**config.mk**
```make
export PLATFORM = sky130hd
export DESIGN_NAME = c16_keyboard
export DESIGN_NICKNAME = d
export VERILOG_FILES = /design/src/c16_kbd_pkg.sv /design/src/c16_keyboard.sv /design/src/reset_generator.sv /design/src/keyboard_io.sv /design/src/key_matrix.sv /design/src/scancode_fifo.sv /design/src/ps2_receiver.sv
export SDC_FILE = /design/constraint.sdc
export NUM_CORES = 1
export LEC_CHECK = 0
export ABC_AREA = 1
export BUFFER_PORTS_ARGS = -buffer_cell sky130_fd_sc_hd__buf_2
export CAP_MARGIN = 0
export CORE_MARGIN = 3
export CORE_UTILIZATION = 65
export CTS_CLUSTER_DIAMETER = 30
export DETAILED_ROUTE_END_ITERATION = 7
export GPL_ROUTABILITY_DRIVEN = 0
export GPL_TIMING_DRIVEN = 0
export PLACE_DENSITY_LB_ADDON = 0.12
export SYNTH_ARGS = -nofsm -noshare
export SYNTH_HDL_FRONTEND = slang
export SYNTH_SLANG_ARGS = --single-unit
```
**constraint.sdc**
```tcl
create_clock -name CLK28 -period 7.8 [get_ports CLK28]
set_clock_uncertainty 0.1 [all_clocks]
set_input_delay 1.56 -clock CLK28 [delete_from_list [all_inputs] [get_ports CLK28]]
set_output_delay 1.56 -clock CLK28 [all_outputs]
set_load 0.02 [all_outputs]
```
**src/c16_kbd_pkg.sv**
```systemverilog
package c16_kbd_pkg;

	//////////////////////////////
	// CPU bus
	//////////////////////////////

	// One access per strobe, rw high means read
	typedef struct packed {
		logic [15:0] addr;
		logic [7:0]  wdata;
		logic        rw;
		logic        strobe;
	} cpu_req_t;

	// Read data arrives one cycle after the strobe
	typedef struct packed {
		logic [7:0] rdata;
		logic       rd_valid;
	} cpu_rsp_t;

	// Raw PS/2 set 2 byte
	typedef logic [7:0] scancode_t;

	// Position of a key in the 8x8 matrix
	typedef struct packed {
		logic       valid;
		logic [2:0] row;
		logic [2:0] col;
	} key_pos_t;

	// Keyport decodes $FD30-$FD3F
	localparam logic [11:0] KEYPORT_BASE   = 12'hFD3;
	localparam logic [15:0] KBD_LATCH_ADDR = 16'hFF08;

	// Prefixes and keys with special handling
	localparam scancode_t SC_BREAK  = 8'hF0;
	localparam scancode_t SC_EXTEND = 8'hE0;
	localparam scancode_t SC_CTRL   = 8'h14;
	localparam scancode_t SC_ALT    = 8'h11;
	localparam scancode_t SC_DEL    = 8'h71;

	function automatic key_pos_t kp(input logic [2:0] row, input logic [2:0] col);
		key_pos_t pos;
		pos.valid = 1'b1;
		pos.row   = row;
		pos.col   = col;
		return pos;
	endfunction

	//////////////////////////////
	// Scan code to matrix
	//////////////////////////////

	// Row is the keyport bit, column is the kbus bit
	localparam key_pos_t key_map [256] = '{
		// Row 0, Return
		8'h5A: kp(3'd0, 3'd1),
		// Row 1, 3 W A 4 Z S E Shift
		8'h26: kp(3'd1, 3'd0), 8'h1D: kp(3'd1, 3'd1), 8'h1C: kp(3'd1, 3'd2), 8'h25: kp(3'd1, 3'd3),
		8'h1A: kp(3'd1, 3'd4), 8'h1B: kp(3'd1, 3'd5), 8'h24: kp(3'd1, 3'd6), 8'h12: kp(3'd1, 3'd7),
		// Right shift shares the left shift position
		8'h59: kp(3'd1, 3'd7),
		// Row 2, 5 R D 6 C F T X
		8'h2E: kp(3'd2, 3'd0), 8'h2D: kp(3'd2, 3'd1), 8'h23: kp(3'd2, 3'd2), 8'h36: kp(3'd2, 3'd3),
		8'h21: kp(3'd2, 3'd4), 8'h2B: kp(3'd2, 3'd5), 8'h2C: kp(3'd2, 3'd6), 8'h22: kp(3'd2, 3'd7),
		// Row 3, 7 Y G 8 B H U V
		8'h3D: kp(3'd3, 3'd0), 8'h35: kp(3'd3, 3'd1), 8'h34: kp(3'd3, 3'd2), 8'h3E: kp(3'd3, 3'd3),
		8'h32: kp(3'd3, 3'd4), 8'h33: kp(3'd3, 3'd5), 8'h3C: kp(3'd3, 3'd6), 8'h2A: kp(3'd3, 3'd7),
		// Row 4, 9 I J 0 M K O N
		8'h46: kp(3'd4, 3'd0), 8'h43: kp(3'd4, 3'd1), 8'h3B: kp(3'd4, 3'd2), 8'h45: kp(3'd4, 3'd3),
		8'h3A: kp(3'd4, 3'd4), 8'h42: kp(3'd4, 3'd5), 8'h44: kp(3'd4, 3'd6), 8'h31: kp(3'd4, 3'd7),
		// Row 5, P L
		8'h4D: kp(3'd5, 3'd1), 8'h4B: kp(3'd5, 3'd2),
		// Row 7, 1 Ctrl 2 Space Q
		8'h16: kp(3'd7, 3'd0), 8'h14: kp(3'd7, 3'd2), 8'h1E: kp(3'd7, 3'd3), 8'h29: kp(3'd7, 3'd4),
		8'h15: kp(3'd7, 3'd6),
		default: '0
	};

endpackage
```
**src/c16_keyboard.sv**
```systemverilog
module c16_keyboard #(
	parameter int FIFO_DEPTH = 8,
	parameter int RESET_HOLD = 16777215,
	parameter int PS2_FILTER = 4
) (
	input  logic                  CLK28,
	input  logic                  reset,
	input  logic                  ps2_clk,
	input  logic                  ps2_data,
	input  logic [4:0]            joy0,
	input  logic [4:0]            joy1,
	input  c16_kbd_pkg::cpu_req_t cpu_req,
	output c16_kbd_pkg::cpu_rsp_t cpu_rsp,
	output logic                  sys_reset
);

	import c16_kbd_pkg::*;

	scancode_t  rx_code, q_code;
	logic       rx_valid, rx_ready;
	logic       q_valid, q_ready;
	logic [7:0] row_sel;
	logic [7:0] kbus_kbd;
	logic       key_reset;

	//////////////////////////////
	// Scan code path
	//////////////////////////////

	ps2_receiver #(
		.PS2_FILTER(PS2_FILTER)
	) u_ps2_receiver (
		.CLK28     (CLK28),
		.reset     (reset),
		.ps2_clk   (ps2_clk),
		.ps2_data  (ps2_data),
		.code      (rx_code),
		.code_valid(rx_valid),
		.code_ready(rx_ready)
	);

	// Absorbs codes typed during a long system reset
	scancode_fifo #(
		.payload_t (scancode_t),
		.FIFO_DEPTH(FIFO_DEPTH)
	) u_scancode_fifo (
		.CLK28    (CLK28),
		.reset    (reset),
		.in_data  (rx_code),
		.in_valid (rx_valid),
		.in_ready (rx_ready),
		.out_data (q_code),
		.out_valid(q_valid),
		.out_ready(q_ready)
	);

	key_matrix u_key_matrix (
		.CLK28     (CLK28),
		.reset     (reset),
		.sys_reset (sys_reset),
		.code      (q_code),
		.code_valid(q_valid),
		.code_ready(q_ready),
		.row_sel   (row_sel),
		.kbus_kbd  (kbus_kbd),
		.key_reset (key_reset)
	);

	//////////////////////////////
	// CPU side and reset
	//////////////////////////////

	keyboard_io u_keyboard_io (
		.CLK28   (CLK28),
		.reset   (reset),
		.cpu_req (cpu_req),
		.cpu_rsp (cpu_rsp),
		.joy0    (joy0),
		.joy1    (joy1),
		.row_sel (row_sel),
		.kbus_kbd(kbus_kbd)
	);

	// Button or Ctrl+Alt+Del
	reset_generator #(
		.RESET_HOLD(RESET_HOLD)
	) u_reset_generator (
		.CLK28    (CLK28),
		.reset    (reset),
		.key_reset(key_reset),
		.sys_reset(sys_reset)
	);

endmodule

```
**src/reset_generator.sv**
```systemverilog
module reset_generator #(
	parameter int RESET_HOLD = 16777215
) (
	input  logic CLK28,
	input  logic reset,
	input  logic key_reset,
	output logic sys_reset
);

	localparam int CNT_W = (RESET_HOLD > 1) ? $clog2(RESET_HOLD) : 1;

	logic [CNT_W-1:0] hold_cnt;

	// Every request restarts the count
	// Counter parks at the last value once released
	always_ff @(posedge CLK28) begin
		if (reset || key_reset) begin
			hold_cnt  <= '0;
			sys_reset <= 1'b1;
		end else if (hold_cnt == CNT_W'(RESET_HOLD - 1)) begin
			sys_reset <= 1'b0;
		end else begin
			hold_cnt  <= hold_cnt + 1'b1;
			sys_reset <= 1'b1;
		end
	end

endmodule

```
**src/keyboard_io.sv**
```systemverilog
module keyboard_io (
	input  logic                  CLK28,
	input  logic                  reset,
	input  c16_kbd_pkg::cpu_req_t cpu_req,
	output c16_kbd_pkg::cpu_rsp_t cpu_rsp,
	input  logic [4:0]            joy0,
	input  logic [4:0]            joy1,
	output logic [7:0]            row_sel,
	input  logic [7:0]            kbus_kbd
);

	import c16_kbd_pkg::*;

	logic [7:0] keyport;
	logic [7:0] latch;
	logic [7:0] kbus;
	logic [7:0] rd_data;
	logic       keyport_sel, latch_sel;
	logic       joy0_sel, joy1_sel;
	logic [3:0] joy0_dir, joy1_dir;

	// Address decode
	assign keyport_sel = (cpu_req.addr[15:4] == KEYPORT_BASE);
	assign latch_sel   = (cpu_req.addr == KBD_LATCH_ADDR);

	// Keyport output drives the rows directly
	assign row_sel = keyport;

	//////////////////////////////
	// Joystick merge
	//////////////////////////////

	// Select bits are active low in the written byte
	assign joy0_sel = !cpu_req.wdata[2];
	assign joy1_sel = !cpu_req.wdata[1];

	// Pressed direction pulls its line low
	assign joy0_dir = joy0_sel ? ~joy0[3:0] : 4'hF;
	assign joy1_dir = joy1_sel ? ~joy1[3:0] : 4'hF;

	assign kbus[3:0] = kbus_kbd[3:0] & joy0_dir & joy1_dir;
	// No joystick on these lines
	assign kbus[5:4] = kbus_kbd[5:4];
	// Fire buttons have a line each
	assign kbus[6]   = kbus_kbd[6] & !(joy0_sel && joy0[4]);
	assign kbus[7]   = kbus_kbd[7] & !(joy1_sel && joy1[4]);

	//////////////////////////////
	// Registers and read back
	//////////////////////////////

	always_ff @(posedge CLK28) begin
		if (reset) begin
			keyport <= 8'hFF;
			latch   <= 8'hFF;
		end else if (cpu_req.strobe && !cpu_req.rw) begin
			if (keyport_sel)
				keyport <= cpu_req.wdata;
			// Any write to $FF08 samples the bus
			if (latch_sel)
				latch <= kbus;
		end
	end

	// Unmapped addresses float high
	always_comb begin
		if (keyport_sel)
			rd_data = keyport;
		else if (latch_sel)
			rd_data = latch;
		else
			rd_data = 8'hFF;
	end

	always_ff @(posedge CLK28) begin
		if (reset)
			cpu_rsp.rd_valid <= 1'b0;
		else
			cpu_rsp.rd_valid <= cpu_req.strobe && cpu_req.rw;
	end

	always_ff @(posedge CLK28) begin
		if (cpu_req.strobe && cpu_req.rw)
			cpu_rsp.rdata <= rd_data;
	end

endmodule

```
**src/key_matrix.sv**
```systemverilog
module key_matrix (
	input  logic                   CLK28,
	input  logic                   reset,
	input  logic                   sys_reset,
	input  c16_kbd_pkg::scancode_t code,
	input  logic                   code_valid,
	output logic                   code_ready,
	input  logic [7:0]             row_sel,
	output logic [7:0]             kbus_kbd,
	output logic                   key_reset
);

	import c16_kbd_pkg::*;

	// pressed[row][col], one means held down
	logic [7:0][7:0] pressed;
	logic            brk, ext;
	logic            ctrl_held, alt_held;
	logic            take;
	key_pos_t        pos;

	// Codes wait in the FIFO while the system is in reset
	assign code_ready = !sys_reset;
	assign take       = code_valid && code_ready;
	assign pos        = key_map[code];

	//////////////////////////////
	// Scan code decode
	//////////////////////////////

	always_ff @(posedge CLK28) begin
		if (reset) begin
			brk       <= 1'b0;
			ext       <= 1'b0;
			ctrl_held <= 1'b0;
			alt_held  <= 1'b0;
			key_reset <= 1'b0;
		end else begin
			key_reset <= 1'b0;
			if (take) begin
				if (code == SC_BREAK) begin
					brk <= 1'b1;
				end else if (code == SC_EXTEND) begin
					ext <= 1'b1;
				end else begin
					// Left and right variants both count
					if (code == SC_CTRL)
						ctrl_held <= !brk;
					if (code == SC_ALT)
						alt_held <= !brk;
					// Del make with both modifiers down
					if (code == SC_DEL && !brk && ctrl_held && alt_held)
						key_reset <= 1'b1;
					brk <= 1'b0;
					ext <= 1'b0;
				end
			end
		end
	end

	//////////////////////////////
	// Matrix state
	//////////////////////////////

	// Extended keys and unmapped codes leave the matrix alone
	always_ff @(posedge CLK28) begin
		if (reset || key_reset) begin
			pressed <= '0;
		end else if (take && code != SC_BREAK && code != SC_EXTEND) begin
			if (!ext && pos.valid)
				pressed[pos.row][pos.col] <= !brk;
		end
	end

	// Column pulled low by any pressed key in a selected row
	always_comb begin
		kbus_kbd = '1;
		for (int r = 0; r < 8; r++) begin
			if (!row_sel[r])
				kbus_kbd = kbus_kbd & ~pressed[r];
		end
	end

endmodule

```
**src/scancode_fifo.sv**
```systemverilog
module scancode_fifo #(
	parameter type payload_t = logic [7:0],
	parameter int  FIFO_DEPTH = 8
) (
	input  logic     CLK28,
	input  logic     reset,
	input  payload_t in_data,
	input  logic     in_valid,
	output logic     in_ready,
	output payload_t out_data,
	output logic     out_valid,
	input  logic     out_ready
);

	localparam int PTR_W = (FIFO_DEPTH > 1) ? $clog2(FIFO_DEPTH) : 1;
	localparam int CNT_W = $clog2(FIFO_DEPTH + 1);

	payload_t          mem [FIFO_DEPTH];
	logic [PTR_W-1:0]  wr_ptr, rd_ptr;
	logic [CNT_W-1:0]  count;
	logic              push, pop;

	// Handshake on both sides
	assign in_ready  = (count != CNT_W'(FIFO_DEPTH));
	assign out_valid = (count != '0);
	assign push      = in_valid && in_ready;
	assign pop       = out_valid && out_ready;

	// Head of queue
	assign out_data = mem[rd_ptr];

	always_ff @(posedge CLK28) begin
		if (push)
			mem[wr_ptr] <= in_data;
	end

	// Pointers wrap at depth, not at power of two
	always_ff @(posedge CLK28) begin
		if (reset) begin
			wr_ptr <= '0;
			rd_ptr <= '0;
			count  <= '0;
		end else begin
			if (push)
				wr_ptr <= (wr_ptr == PTR_W'(FIFO_DEPTH - 1)) ? '0 : wr_ptr + 1'b1;
			if (pop)
				rd_ptr <= (rd_ptr == PTR_W'(FIFO_DEPTH - 1)) ? '0 : rd_ptr + 1'b1;
			case ({push, pop})
				2'b10:   count <= count + 1'b1;
				2'b01:   count <= count - 1'b1;
				default: count <= count;
			endcase
		end
	end

endmodule

```
**src/ps2_receiver.sv**
```systemverilog
module ps2_receiver #(
	parameter int PS2_FILTER = 4
) (
	input  logic                  CLK28,
	input  logic                  reset,
	input  logic                  ps2_clk,
	input  logic                  ps2_data,
	output c16_kbd_pkg::scancode_t code,
	output logic                  code_valid,
	input  logic                  code_ready
);

	localparam int FILT_W = (PS2_FILTER > 1) ? $clog2(PS2_FILTER) : 1;

	logic              clk_meta, clk_sync, clk_filt;
	logic              data_meta, data_sync;
	logic [FILT_W-1:0] filt_cnt;
	logic              filt_done;
	logic              fall;
	logic [3:0]        bit_cnt;
	logic [9:0]        shift;
	logic              frame_ok;
	logic              frame_end;

	//////////////////////////////
	// Input synchronizers
	//////////////////////////////

	// Both lines idle high
	always_ff @(posedge CLK28) begin
		if (reset) begin
			clk_meta  <= 1'b1;
			clk_sync  <= 1'b1;
			data_meta <= 1'b1;
			data_sync <= 1'b1;
		end else begin
			clk_meta  <= ps2_clk;
			clk_sync  <= clk_meta;
			data_meta <= ps2_data;
			data_sync <= data_meta;
		end
	end

	// New level must hold for PS2_FILTER samples
	assign filt_done = (clk_sync != clk_filt) && (filt_cnt == FILT_W'(PS2_FILTER - 1));
	// Accepted transition to low
	assign fall = filt_done && !clk_sync;

	always_ff @(posedge CLK28) begin
		if (reset) begin
			clk_filt <= 1'b1;
			filt_cnt <= '0;
		end else if (clk_sync == clk_filt) begin
			filt_cnt <= '0;
		end else if (filt_done) begin
			clk_filt <= clk_sync;
			filt_cnt <= '0;
		end else begin
			filt_cnt <= filt_cnt + 1'b1;
		end
	end

	//////////////////////////////
	// Frame assembly
	//////////////////////////////

	// shift[0] start, shift[8:1] data, shift[9] parity
	// Stop bit is still on data_sync when the last edge comes
	assign frame_end = fall && (bit_cnt == 4'd10);
	assign frame_ok  = !shift[0] && (^shift[9:1]) && data_sync;

	always_ff @(posedge CLK28) begin
		if (reset) begin
			bit_cnt <= '0;
		end else if (fall) begin
			if (frame_end)
				bit_cnt <= '0;
			else
				bit_cnt <= bit_cnt + 1'b1;
		end
	end

	// LSB first, so bits enter at the top
	always_ff @(posedge CLK28) begin
		if (fall && !frame_end)
			shift <= {data_sync, shift[9:1]};
	end

	// Held byte blocks a new one unless it leaves this cycle
	always_ff @(posedge CLK28) begin
		if (reset) begin
			code_valid <= 1'b0;
		end else begin
			if (code_valid && code_ready)
				code_valid <= 1'b0;
			if (frame_end && frame_ok && (!code_valid || code_ready))
				code_valid <= 1'b1;
		end
	end

	// Payload only
	always_ff @(posedge CLK28) begin
		if (frame_end && frame_ok && (!code_valid || code_ready))
			code <= shift[8:1];
	end

endmodule

```
; Word level (Yosys, flattened, before mapping)
; Memories as Yosys holds them, arrays and structs flattened. A register that Yosys moved wholly into a read port is not among the register bits.
; Index checks and enable logic that the tools add are counted.
[totals]
ff_bits = 159
latch_bits = 0
mem_bits_rw = 64
mem_bits_ro = 1792
in_bits = 40
out_inout_bits = 10
wordCells = 176
mem_count = 2
[mem_list]
columns = name, words, width, rd, rd_clocked_by_memory_dff, write_ports, line_no
row1 = (no name shown), 256, 7, 1, 0, 0, key_matrix.sv:25  ; assign pos = key_map[code];
row2 = u_scancode_fifo.mem, 8, 8, 1, 1, 1, scancode_fifo.sv:18  ; payload_t mem [FIFO_DEPTH];
[op_classes]
add_sub_neg = 7
mul = 0
div_mod_pow = 0
order_cmp = 5
n_eq_ne = 20
shifts = 0
muxes = 34
bitwise = 26
n_reduce_logical = 50
[ops]
columns = operator, count
row1 = two-way mux 8 bit, 11
row2 = bitwise mux 64 bit, 1
row3 = inverter 8 bit, 8
row4 = AND 8 bit, 7
row5 = "adder 24 x 1 -> 24 bit, second input constant", 1
row6 = demux 8 bit (select 3 bit), 1
row7 = "== test 24 bit, second input constant", 1
row8 = logical AND 1 bit, 22
row9 = "== test 16 bit, second input constant", 1
row10 = "== test 8 x 5 -> 1 bit, second input constant", 2
row11 = "== test 8 bit, second input constant", 2
row12 = "!= test 8 bit, second input constant", 2
row13 = two-way mux 7 bit, 2
row14 = "== test 12 bit, second input constant", 1
row15 = logical NOT 1 bit, 12
row16 = two-way mux 3 bit, 4
row17 = two-way mux 4 bit, 3
row18 = AND reduction 2 bit, 6
row19 = two-way mux 1 bit, 10
row20 = "greater-or-equal comparator 9 bit, second input constant", 1
row21 = inverter 8 -> 9 bit, 1
row22 = XOR reduction 9 bit, 1
row23 = "adder 4 x 1 -> 4 bit, second input constant", 2
row24 = AND 4 bit, 2
row25 = 25 further kinds, 38

; Depth between registers and ports, before layout
; Gate-level depths: netlist of the first run.
[logic_depth]
word_depth = 18
depth_mapped = 25
mapped_depth_nobuf = 22

; By module
; From an unflattened synthesis of the first run, not the netlist that was laid out.
[unflattened]
hier_cells = 1488
area_unflattened_um2 = 11578.6
[by_module_without_submodules]
columns = module, n_inst, cells_per_inst, area_each_um2, seq_area_each_um2
row1 = key_matrix, 1, 705, 4346.7, 1381.3
row2 = scancode_fifo, 1, 272, 3211.8, 2182.1
row3 = reset_generator, 1, 242, 1554.0, 500.5
row4 = keyboard_io, 1, 160, 1278.7, 580.6
row5 = ps2_receiver, 1, 109, 1187.4, 780.7

; Worst setup path after synthesis of the first run
; No wires, ideal clock.
[synth_path]
kind = input to register
startpoint = input cpu_req[17] (netlist bit)
endpoint = register u_keyboard_io.latch[5]
setup_ns = 0.123
arrival_ns = 3.138
required_time_ns = 7.577
slack_ns = 4.439
stages = 6
path_buffers = 0
cell_sequence = nor4_1 -> nand2_1 -> nor3_1 -> clkinv_1 -> a21oi_1 -> o31ai_1
[synth_via]
elab_chain_cells = 2
[synth_lines]
columns = element, line_no
row1 = from (decl), c16_keyboard.sv:12  ; input c16_kbd_pkg::cpu_req_t cpu_req,
row2 = == test 16 bit, keyboard_io.sv:24  ; assign latch_sel = (cpu_req.addr == KBD_LATCH_ADDR);
row3 = AND reduction 2 bit (no source line), n/a
row4 = to (signal assigned), keyboard_io.sv:61  ; latch <= kbus;
row5 = to (decl), keyboard_io.sv:15  ; logic [7:0] latch;
; Every way passes these cells.
; A chain may end at the register's enable or synchronous reset.

==> Implementation_results.wiki, run 1 <==
{| class="wikitable"
! Metric !! Value
|-
| Total Die Area || 18400 um^2
|-
| Run status || finished clean
|-
| Data required time at the worst endpoint || 8.11 ns
|-
| Hold EP || u_ps2_receiver.clk_sync
|-
| Post-synthesis sequential area ratio || 49.5%
|-
| Pin count of the biggest net entering global routing || 13
|-
| Reg clk slew, reported paths || 0.05 ns
|-
| Buffers inserted by post-CTS timing repair || 0
|-
| Max-cap check violation count || 0
|-
| Nature of the critical path endpoint || register
|-
| Area share of the largest cell type after synthesis || 24.9%
|-
| Max Clk Rate || 267 MHz
|-
| Routed Wire Length || 26900 um
|-
| Primary FF master, synth || sky130_fd_sc_hd__dfxtp_1
|-
| Count of final setup violators || 0
|-
| Number of nets with antenna violations after routing || 0
|-
| Via count of the first global-routing pass || 9209
|-
| Hold-critical path depth || 1
|-
| Clock Latency Late Sink || 0.52 ns
|-
| Utilization after layout || 79.5%
|-
| Diodes inserted || 0
|-
| Cell count after synthesis || 1362
|-
| Number of warnings reported in the yosys synthesis log || 0
|-
| Yosys reg bits || 226
|-
| Starting density of the core || 67.7%
|-
| Max-slew violation total from the final report || 0
|-
| I/O pin count || 50
|-
| Async set or reset register ratio after synthesis || 0%
|-
| Antenna violations before repair || 0
|-
| Clock sink count || 226
|-
| Min Clock Period, post-route || 3.75 ns
|-
| Unrepaired setup endpoints after global routing || false
|-
| Cell Rows || 46
|-
| Data arrival time of the critical path || 4.05 ns
|-
| Number of iterations in the first detailed-routing pass || 6
|-
| DR vias || 9564
|-
| Area of the core || 16200 um^2
|-
| Fin Setup TNS || 0 ns
|-
| Cell type with the highest aggregate area in the netlist || sky130_fd_sc_hd__dfxtp_1
|-
| Ratio of final minimum period to clock period || 48.0%
|-
| Placed wire-length estimate || 17600 um
|-
| DIE WIDTH || 136 um
|-
| CTS tree || built
|-
| Power per cell area || 237 nW/um^2
|-
| Multi-input gate area in the final layout || 4460 um^2
|-
| Pin slew with the least headroom to its limit || 0.928 ns
|-
| Number of gates resized after CTS || 0
|-
| Path class of the lowest-slack min-delay path || register to register
|-
| Post-route DRC || 0
|-
| Netlist area before placement || 11000 um^2
|-
| Global-route usage over all layers || 29.7%
|-
| Hold_sp || u_ps2_receiver.clk_meta
|-
| Depth of the most critical reg-to-reg path || 21
|-
| IR Drop Worst-Case VDD || 0.217 mV
|-
| Leading post-synthesis cells by instance count || 291 x sky130_fd_sc_hd__nand2_1, 187 x sky130_fd_sc_hd__inv_1, 148 x sky130_fd_sc_hd__nor2_1
|-
| Largest fanout on the critical path || 10
|-
| Final nets || 1513
|-
| Post-CTS Hold Fix Bufs || 0
|-
| Die Y || 136 um
|-
| Cell with the most instances after synthesis || sky130_fd_sc_hd__nand2_1
|-
| First DRT Iteration DRCs || 1021
|-
| H-Tree Level Count || 2
|-
| Vias per Instance || 5.63
|-
| Area growth from synthesis to layout || 17.4%
|-
| Count of flip-flops with a built-in enable after synthesis || 90
|-
| FF-to-FF End || u_key_matrix.pressed[30]
|-
| Min Hold Slack || 0.311 ns
|-
| Kind of critical path || register to register
|-
| Mean instance size in the synthesized netlist || 8.04 um^2
|-
| Count of unique library cells instantiated by Yosys || 52
|-
| Static leakage || 0.00541 uW
|-
| Top area cells in the synthesized netlist || sky130_fd_sc_hd__dfxtp_1 25%, sky130_fd_sc_hd__edfxtp_1 25%, sky130_fd_sc_hd__nand2_1 10%, sky130_fd_sc_hd__inv_1 6.4%, sky130_fd_sc_hd__nand3_1 6.0%
|-
| Wire length of the first global-routing pass || 44000 um
|-
| Number of CTS-inserted buffers || 39
|-
| Routed wirelength normalized by instance count || 15.8 um
|-
| Fill count || 1099
|-
| Reg-to-reg slack, setup || 4.05 ns
|-
| Share of layout cells above drive strength 1 || 13.4%
|-
| Post-Synthesis Net Count || 1423
|-
| Count of buffers inserted at the top-level ports || 49
|-
| Number of hold-slack violations in the final timing report || 0
|-
| Headroom to the max-slew limit || 37.9%
|-
| Maximum clock insertion buffer count || 3
|-
| Clock root buffer || sky130_fd_sc_hd__clkbuf_16
|-
| Area taken by flip-flops and latches || 5430 um^2
|-
| Startpoint type of the worst setup path || register
|-
| Final global-route overflow total || 0
|}
## routing by layer
| layer | up-vias | wire (um) | GRT usage (%) |
|---|---|---|---|
| met1 | 4448 | 11600 | 39.8 |
| met3 | 48 | 2270 | 5.14 |
| met5 | - | 0 | 0 |
| met4 | 0 | 490 | 10.6 |
| li1 | 4652 | - | - |
| met2 | 416 | 12600 | 49.1 |
## registers in the layout, indices dropped and copies added (netlist names), 2 cells and up, named ones only
signal and flops:
u_key_matrix.pressed 64, u_scancode_fifo.mem 64, u_reset_generator.hold_cnt 24, u_ps2_receiver.shift 10
u_keyboard_io.cpu_rsp 9, u_keyboard_io.latch 8, u_keyboard_io.row_sel 8, u_ps2_receiver.code 8
u_ps2_receiver.bit_cnt 4, u_scancode_fifo.count 4, u_scancode_fifo.rd_ptr 3, u_scancode_fifo.wr_ptr 3
u_ps2_receiver.filt_cnt 2
## logic make-up after synthesis
kind of cell,synth area share (%)
and+or+nand+nor,27.3
buffers and inverters,9.74
DFF,49.5
AOI/OAI and AO/OA,9.98
adders and majority gates,2.47
xor gates and xnor gates,0.959
## worst max path at each step
stage	slack (ns)	endpoint	cells past startpoint
floorplan	4.44	u_keyboard_io.latch[5]	6
global placement	3.78	u_keyboard_io.latch[5]	7
detailed placement	3.67	u_keyboard_io.latch[4]	7
CTS	4.13	u_key_matrix.pressed[30]	21
global route	3.66	u_key_matrix.pressed[29]	21
finish	4.05	u_key_matrix.pressed[30]	21
## final cells by class
| cell class | instances | area share, % |
|---|---|---|
| Multi-Input combinational cell | 889 | 34.7 |
| Sequential cell | 226 | 42.2 |
| Inverter | 196 | 5.80 |
| Clock buffer | 42 | 7.92 |
| Tap cell | 216 | 2.10 |
| Timing Repair Buffer | 49 | 1.91 |
| Clock inverter | 30 | 2.92 |
| Buffer | 51 | 2.50 |
## through the flow
step	power, uW	setup WS [ns]	instance area, um^2	std cells
finish	3050	4.05	12900	1699
floorplan	1270	4.44	11000	1362
detailed placement	1290	3.67	11500	1627
global route	3120	3.66	12900	1699
CTS	3060	4.13	12900	1699
global placement	1290	3.78	11500	1627
## report_power, final
group,switching (uW),total (uW),internal (uW)
Sequential,1.77,1230,1220
Clock,595,1780,1190
Combinational,28.0,44.4,16.4
Total,624,3050,2430
## cells in the final DEF, fill, tap and decap left out, types with 4 or more instances in the layout
cell type                    netlist  final
sky130_fd_sc_hd__nor3_1           12     12
sky130_fd_sc_hd__o221ai_1          5      5
sky130_fd_sc_hd__nor2_4           12     12
sky130_fd_sc_hd__xor2_1            4      4
sky130_fd_sc_hd__buf_4             9      9
sky130_fd_sc_hd__xnor2_1           8      8
sky130_fd_sc_hd__clkbuf_16         0     40
sky130_fd_sc_hd__ha_1             20     20
sky130_fd_sc_hd__nand4_1          18     18
sky130_fd_sc_hd__a21oi_1          96     96
sky130_fd_sc_hd__buf_6            12     12
sky130_fd_sc_hd__clkbuf_1         24     25
sky130_fd_sc_hd__clkinvlp_4        0      6
sky130_fd_sc_hd__inv_2             4      4
sky130_fd_sc_hd__nand3_1         132    132
sky130_fd_sc_hd__dfxtp_1         136    136
sky130_fd_sc_hd__o21ai_1          13     13
sky130_fd_sc_hd__nand2_1         291    291
sky130_fd_sc_hd__nand2_2           8      8
sky130_fd_sc_hd__clkinv_2          0      5
sky130_fd_sc_hd__o211ai_1          9      9
sky130_fd_sc_hd__nor2_1          148    148
sky130_fd_sc_hd__nand2_4           4      4
sky130_fd_sc_hd__bufinv_16         0      7
sky130_fd_sc_hd__o21ai_0          37     37
sky130_fd_sc_hd__a221oi_1          5      5
sky130_fd_sc_hd__edfxtp_1         90     90
sky130_fd_sc_hd__o22ai_1          13     13
sky130_fd_sc_hd__or2_2             7      7
sky130_fd_sc_hd__inv_1           187    187
sky130_fd_sc_hd__buf_2             5     54
sky130_fd_sc_hd__clkinv_4          0      4
sky130_fd_sc_hd__nand3_2           6      6
sky130_fd_sc_hd__clkinv_1          2      6
sky130_fd_sc_hd__nor2_2           10     10
## worst max-delay path, cell delays in order (launching register included)
cell and delay, ns:
sky130_fd_sc_hd__dfxtp_1 0.34, sky130_fd_sc_hd__buf_6 0.16, sky130_fd_sc_hd__inv_6 0.04, sky130_fd_sc_hd__buf_2 0.18, sky130_fd_sc_hd__o21ai_0 0.24, sky130_fd_sc_hd__nand3_1 0.12, sky130_fd_sc_hd__nand2_1 0.23, sky130_fd_sc_hd__inv_1 0.14
sky130_fd_sc_hd__ha_1 0.20, sky130_fd_sc_hd__inv_1 0.06, sky130_fd_sc_hd__nand3_1 0.25, sky130_fd_sc_hd__nand2_1 0.15, sky130_fd_sc_hd__nand3_1 0.10, sky130_fd_sc_hd__nand2_1 0.11, sky130_fd_sc_hd__nand2_1 0.07, sky130_fd_sc_hd__nor2_2 0.24
sky130_fd_sc_hd__nand2_1 0.19, sky130_fd_sc_hd__nor2_4 0.26, sky130_fd_sc_hd__buf_4 0.22, sky130_fd_sc_hd__nand3_1 0.09, sky130_fd_sc_hd__nand2_1 0.09, sky130_fd_sc_hd__nor2_1 0.04
No activity file was read; power rests on OpenSTA's default activity.
==> run 2, diff against run 1 <==
- CORE_UTILIZATION: 65 -> 62
- clock period: 7.8 -> 3.5 ns (I/O delays scaled with it)
==> Implementation_results.wiki, run 2 (synthesis gave the netlist of run 1 again) <==
{| class="wikitable"
! Metric !! Value
|-
| Run status || finished clean
|-
| Placed wire-length estimate || 18000 um (+2.0%)
|-
| Number of CTS-inserted buffers || 41 (+5.1%)
|-
| Post-route DRC || 0 (unchanged)
|-
| Startpoint type of the worst setup path || register
|-
| I/O pin count || 50 (unchanged)
|-
| Fill count || 1227 (+12%)
|-
| Fin Setup TNS || 0 ns (unchanged)
|-
| Diodes inserted || 0 (unchanged)
|-
| Wire length of the first global-routing pass || 43900 um (-0.20%)
|-
| Count of buffers inserted at the top-level ports || 49 (unchanged)
|-
| Switching Fraction || 20.3% (-0.12 points)
|-
| CTS tree || built
|-
| Final nets || 1527 (+0.93%)
|-
| Min Clock Period, post-route || 3.29 ns (-0.455 ns)
|-
| Number of iterations in the first detailed-routing pass || 5 (-1)
|-
| Final global-route overflow total || 0 (unchanged)
|-
| Maximum clock insertion buffer count || 3 (unchanged)
|-
| Starting density of the core || 64.7% (-3.1 points)
|-
| Register share of total power || 38.9% (-1.3 points)
|-
| Psw || 1430 uW (+130%)
|-
| Internal Power || 5600 uW (+130%)
|-
| Pin count of the biggest net entering global routing || 12 (-1)
|-
| DIE WIDTH || 139 um (+2.3%)
|-
| Post-route standard cell area excluding fillers || 13100 um^2 (+2.0%)
|-
| Number of hold-slack violations in the final timing report || 0 (unchanged)
|-
| Count of final setup violators || 0 (unchanged)
|-
| Most frequent cells in the layout || 288 x sky130_fd_sc_hd__nand2_1, 186 x sky130_fd_sc_hd__inv_1, 148 x sky130_fd_sc_hd__nor2_1
|-
| Path class of the lowest-slack min-delay path || primary input to register
|-
| Data arrival time of the critical path || 3.62 ns (-0.43 ns)
|-
| Headroom to the max-slew limit || 37.9% (about the same)
|-
| Total Die Area || 19300 um^2 (+4.6%)
|-
| Share of layout cells above drive strength 1 || 14.8% (+1.4 points)
|-
| Die Y || 139 um (+2.3%)
|-
| Pin slew with the least headroom to its limit || 0.929 ns (+0.000108 ns)
|-
| DR vias || 9659 (+0.99%)
|-
| Clock Latency Late Sink || 0.53 ns (about the same)
|-
| Most common cell after layout, fill and taps aside || sky130_fd_sc_hd__nand2_1
|-
| Clock power frac || 59.8% (+1.4 points)
|-
| Combinational Power Share || 1.4% (about the same)
|-
| Area growth from synthesis to layout || 19.8%
|-
| Ratio of final minimum period to clock period || 94.1% (+46 points)
|-
| Number of nets with antenna violations after routing || 0 (unchanged)
|-
| First DRT Iteration DRCs || 958 (-6.2%)
|-
| Vias per Instance || 5.62 (-0.18%)
|-
| Cell Rows || 47 (+2.2%)
|-
| Power per cell area || 536 nW/um^2 (+130%)
|-
| Via count of the first global-routing pass || 9161 (-0.52%)
|-
| Reg clk slew, reported paths || 0.05 ns (about the same)
|-
| Max Clk Rate || 304 MHz (+14%)
|-
| Max-slew violation total from the final report || 0 (unchanged)
|-
| Nature of the critical path endpoint || register
|-
| Placed Area || 11500 um^2 (about the same)
|-
| Routed Wire Length || 27000 um (+0.28%)
|-
| Area of the core || 16900 um^2 (+4.7%)
|-
| Leading registers by flop count || u_key_matrix.pressed x64, u_scancode_fifo.mem x64, u_reset_generator.hold_cnt x24
|-
| H-Tree Level Count || 2 (unchanged)
|-
| Static leakage || 0.00554 uW (+2.3%)
|-
| IR Drop Worst-Case VDD || 0.473 mV (+120%)
|-
| Antenna violations before repair || 0 (unchanged)
|-
| Clock root buffer || sky130_fd_sc_hd__clkbuf_16
|-
| Largest fanout on the critical path || 10 (unchanged)
|-
| Max-cap check violation count || 0 (unchanged)
|-
| Kind of critical path || register to register
|-
| Global-route usage over all layers || 27.5% (-2.2 points)
|-
| Clock sink count || 226 (unchanged)
|-
| Routed wirelength normalized by instance count || 15.7 um (-0.88%)
|-
| Data required time at the worst endpoint || 3.82 ns (-4.29 ns)
|}
[run 2: changes by cell type in the layout (fill, tap and decap cells not counted), sizes merged]
cell	delta
buf	+10
bufinv	+2
clkinvlp	-1
clkinv	+1
clkbuf	+4
[run 2: final timing paths]
check                          startpoint                  endpoint  slack, ns  depth (start not counted)
setup reg to reg                 register  u_key_matrix.pressed[30]       0.21                         21
hold / removal                    ps2_clk   u_ps2_receiver.clk_meta       0.27                          2
hold reg to reg   u_ps2_receiver.clk_meta   u_ps2_receiver.clk_sync       0.31                          1
setup / recovery                 register  u_key_matrix.pressed[30]       0.21                         21
[run 2: timing repair]
item	in CTS	in global routing
hold buffers	0	0
buffers inserted	0	12
gates resized for setup	1	18
setup endpoints to repair	14	51
pin swaps	1	8
hold endpoints to repair	0	0
[run 2: stage by stage]
step                      worst slack (ns)  hold slack (ns)  power (uW)  utilization [%]  std cells
after detailed placement           -0.0614            0.297        2880             67.8       1631
after CTS                           0.0161            0.255        7060             76.6       1707
after global routing               -0.0450            0.253        7220             77.5       1719
after floorplan                      0.695            0.289        2840                -       1362
after global placement             -0.0273            0.293        2880             67.8       1631
final                                0.208            0.267        7030             77.5       1719
[run 2: per-layer routing]
metal | GRT usage (%) | vias up | wire length (um)
met5 | 0 | - | 0
met4 | 11.3 | 0 | 847
met3 | 6.28 | 91 | 2620
met2 | 42.4 | 449 | 12100
met1 | 37.8 | 4438 | 11500
li1 | - | 4681 | -
[run 2: area by class of cell]
type	count	area (um^2)	area share [%]
Timing Repair Buffer	61	335	2.56
Clock buffer	44	1040	7.91
Buffer	51	337	2.57
Clock inverter	32	448	3.41
Multi-Input combinational cell	889	4520	34.4
Inverter	196	746	5.68
Tap cell	220	275	2.10
Sequential cell	226	5430	41.3
[run 2: power by group through the flow]
stage / clock network [uW] / logic, uW / registers, uW
6_report: 4200 / 98.4 / 2730
5_1_grt: 4380 / 111 / 2730
4_1_cts: 4230 / 98.0 / 2730
3_5_place_dp: 0 / 96.4 / 2780
3_3_place_gp: 0 / 94.1 / 2780
2_1_floorplan: 0 / 53.0 / 2780
[run 2: critical path, cell delays in order (launching register included)]
cell	delay (ns)
sky130_fd_sc_hd__dfxtp_1	0.32
sky130_fd_sc_hd__buf_6	0.15
sky130_fd_sc_hd__inv_6	0.05
sky130_fd_sc_hd__clkbuf_4	0.19
sky130_fd_sc_hd__nand2_1	0.08
sky130_fd_sc_hd__nand3_1	0.07
sky130_fd_sc_hd__nand2_1	0.09
sky130_fd_sc_hd__nand2_1	0.07
sky130_fd_sc_hd__nand2_2	0.17
sky130_fd_sc_hd__inv_1	0.11
sky130_fd_sc_hd__ha_1	0.24
sky130_fd_sc_hd__inv_1	0.08
sky130_fd_sc_hd__nor2_1	0.06
sky130_fd_sc_hd__nand4_1	0.12
sky130_fd_sc_hd__nand3_2	0.13
sky130_fd_sc_hd__nor2_2	0.30
sky130_fd_sc_hd__nand3_4	0.20
sky130_fd_sc_hd__nor2_4	0.25
sky130_fd_sc_hd__buf_6	0.18
sky130_fd_sc_hd__nand3_1	0.09
sky130_fd_sc_hd__nand2_1	0.09
sky130_fd_sc_hd__nor2_1	0.04
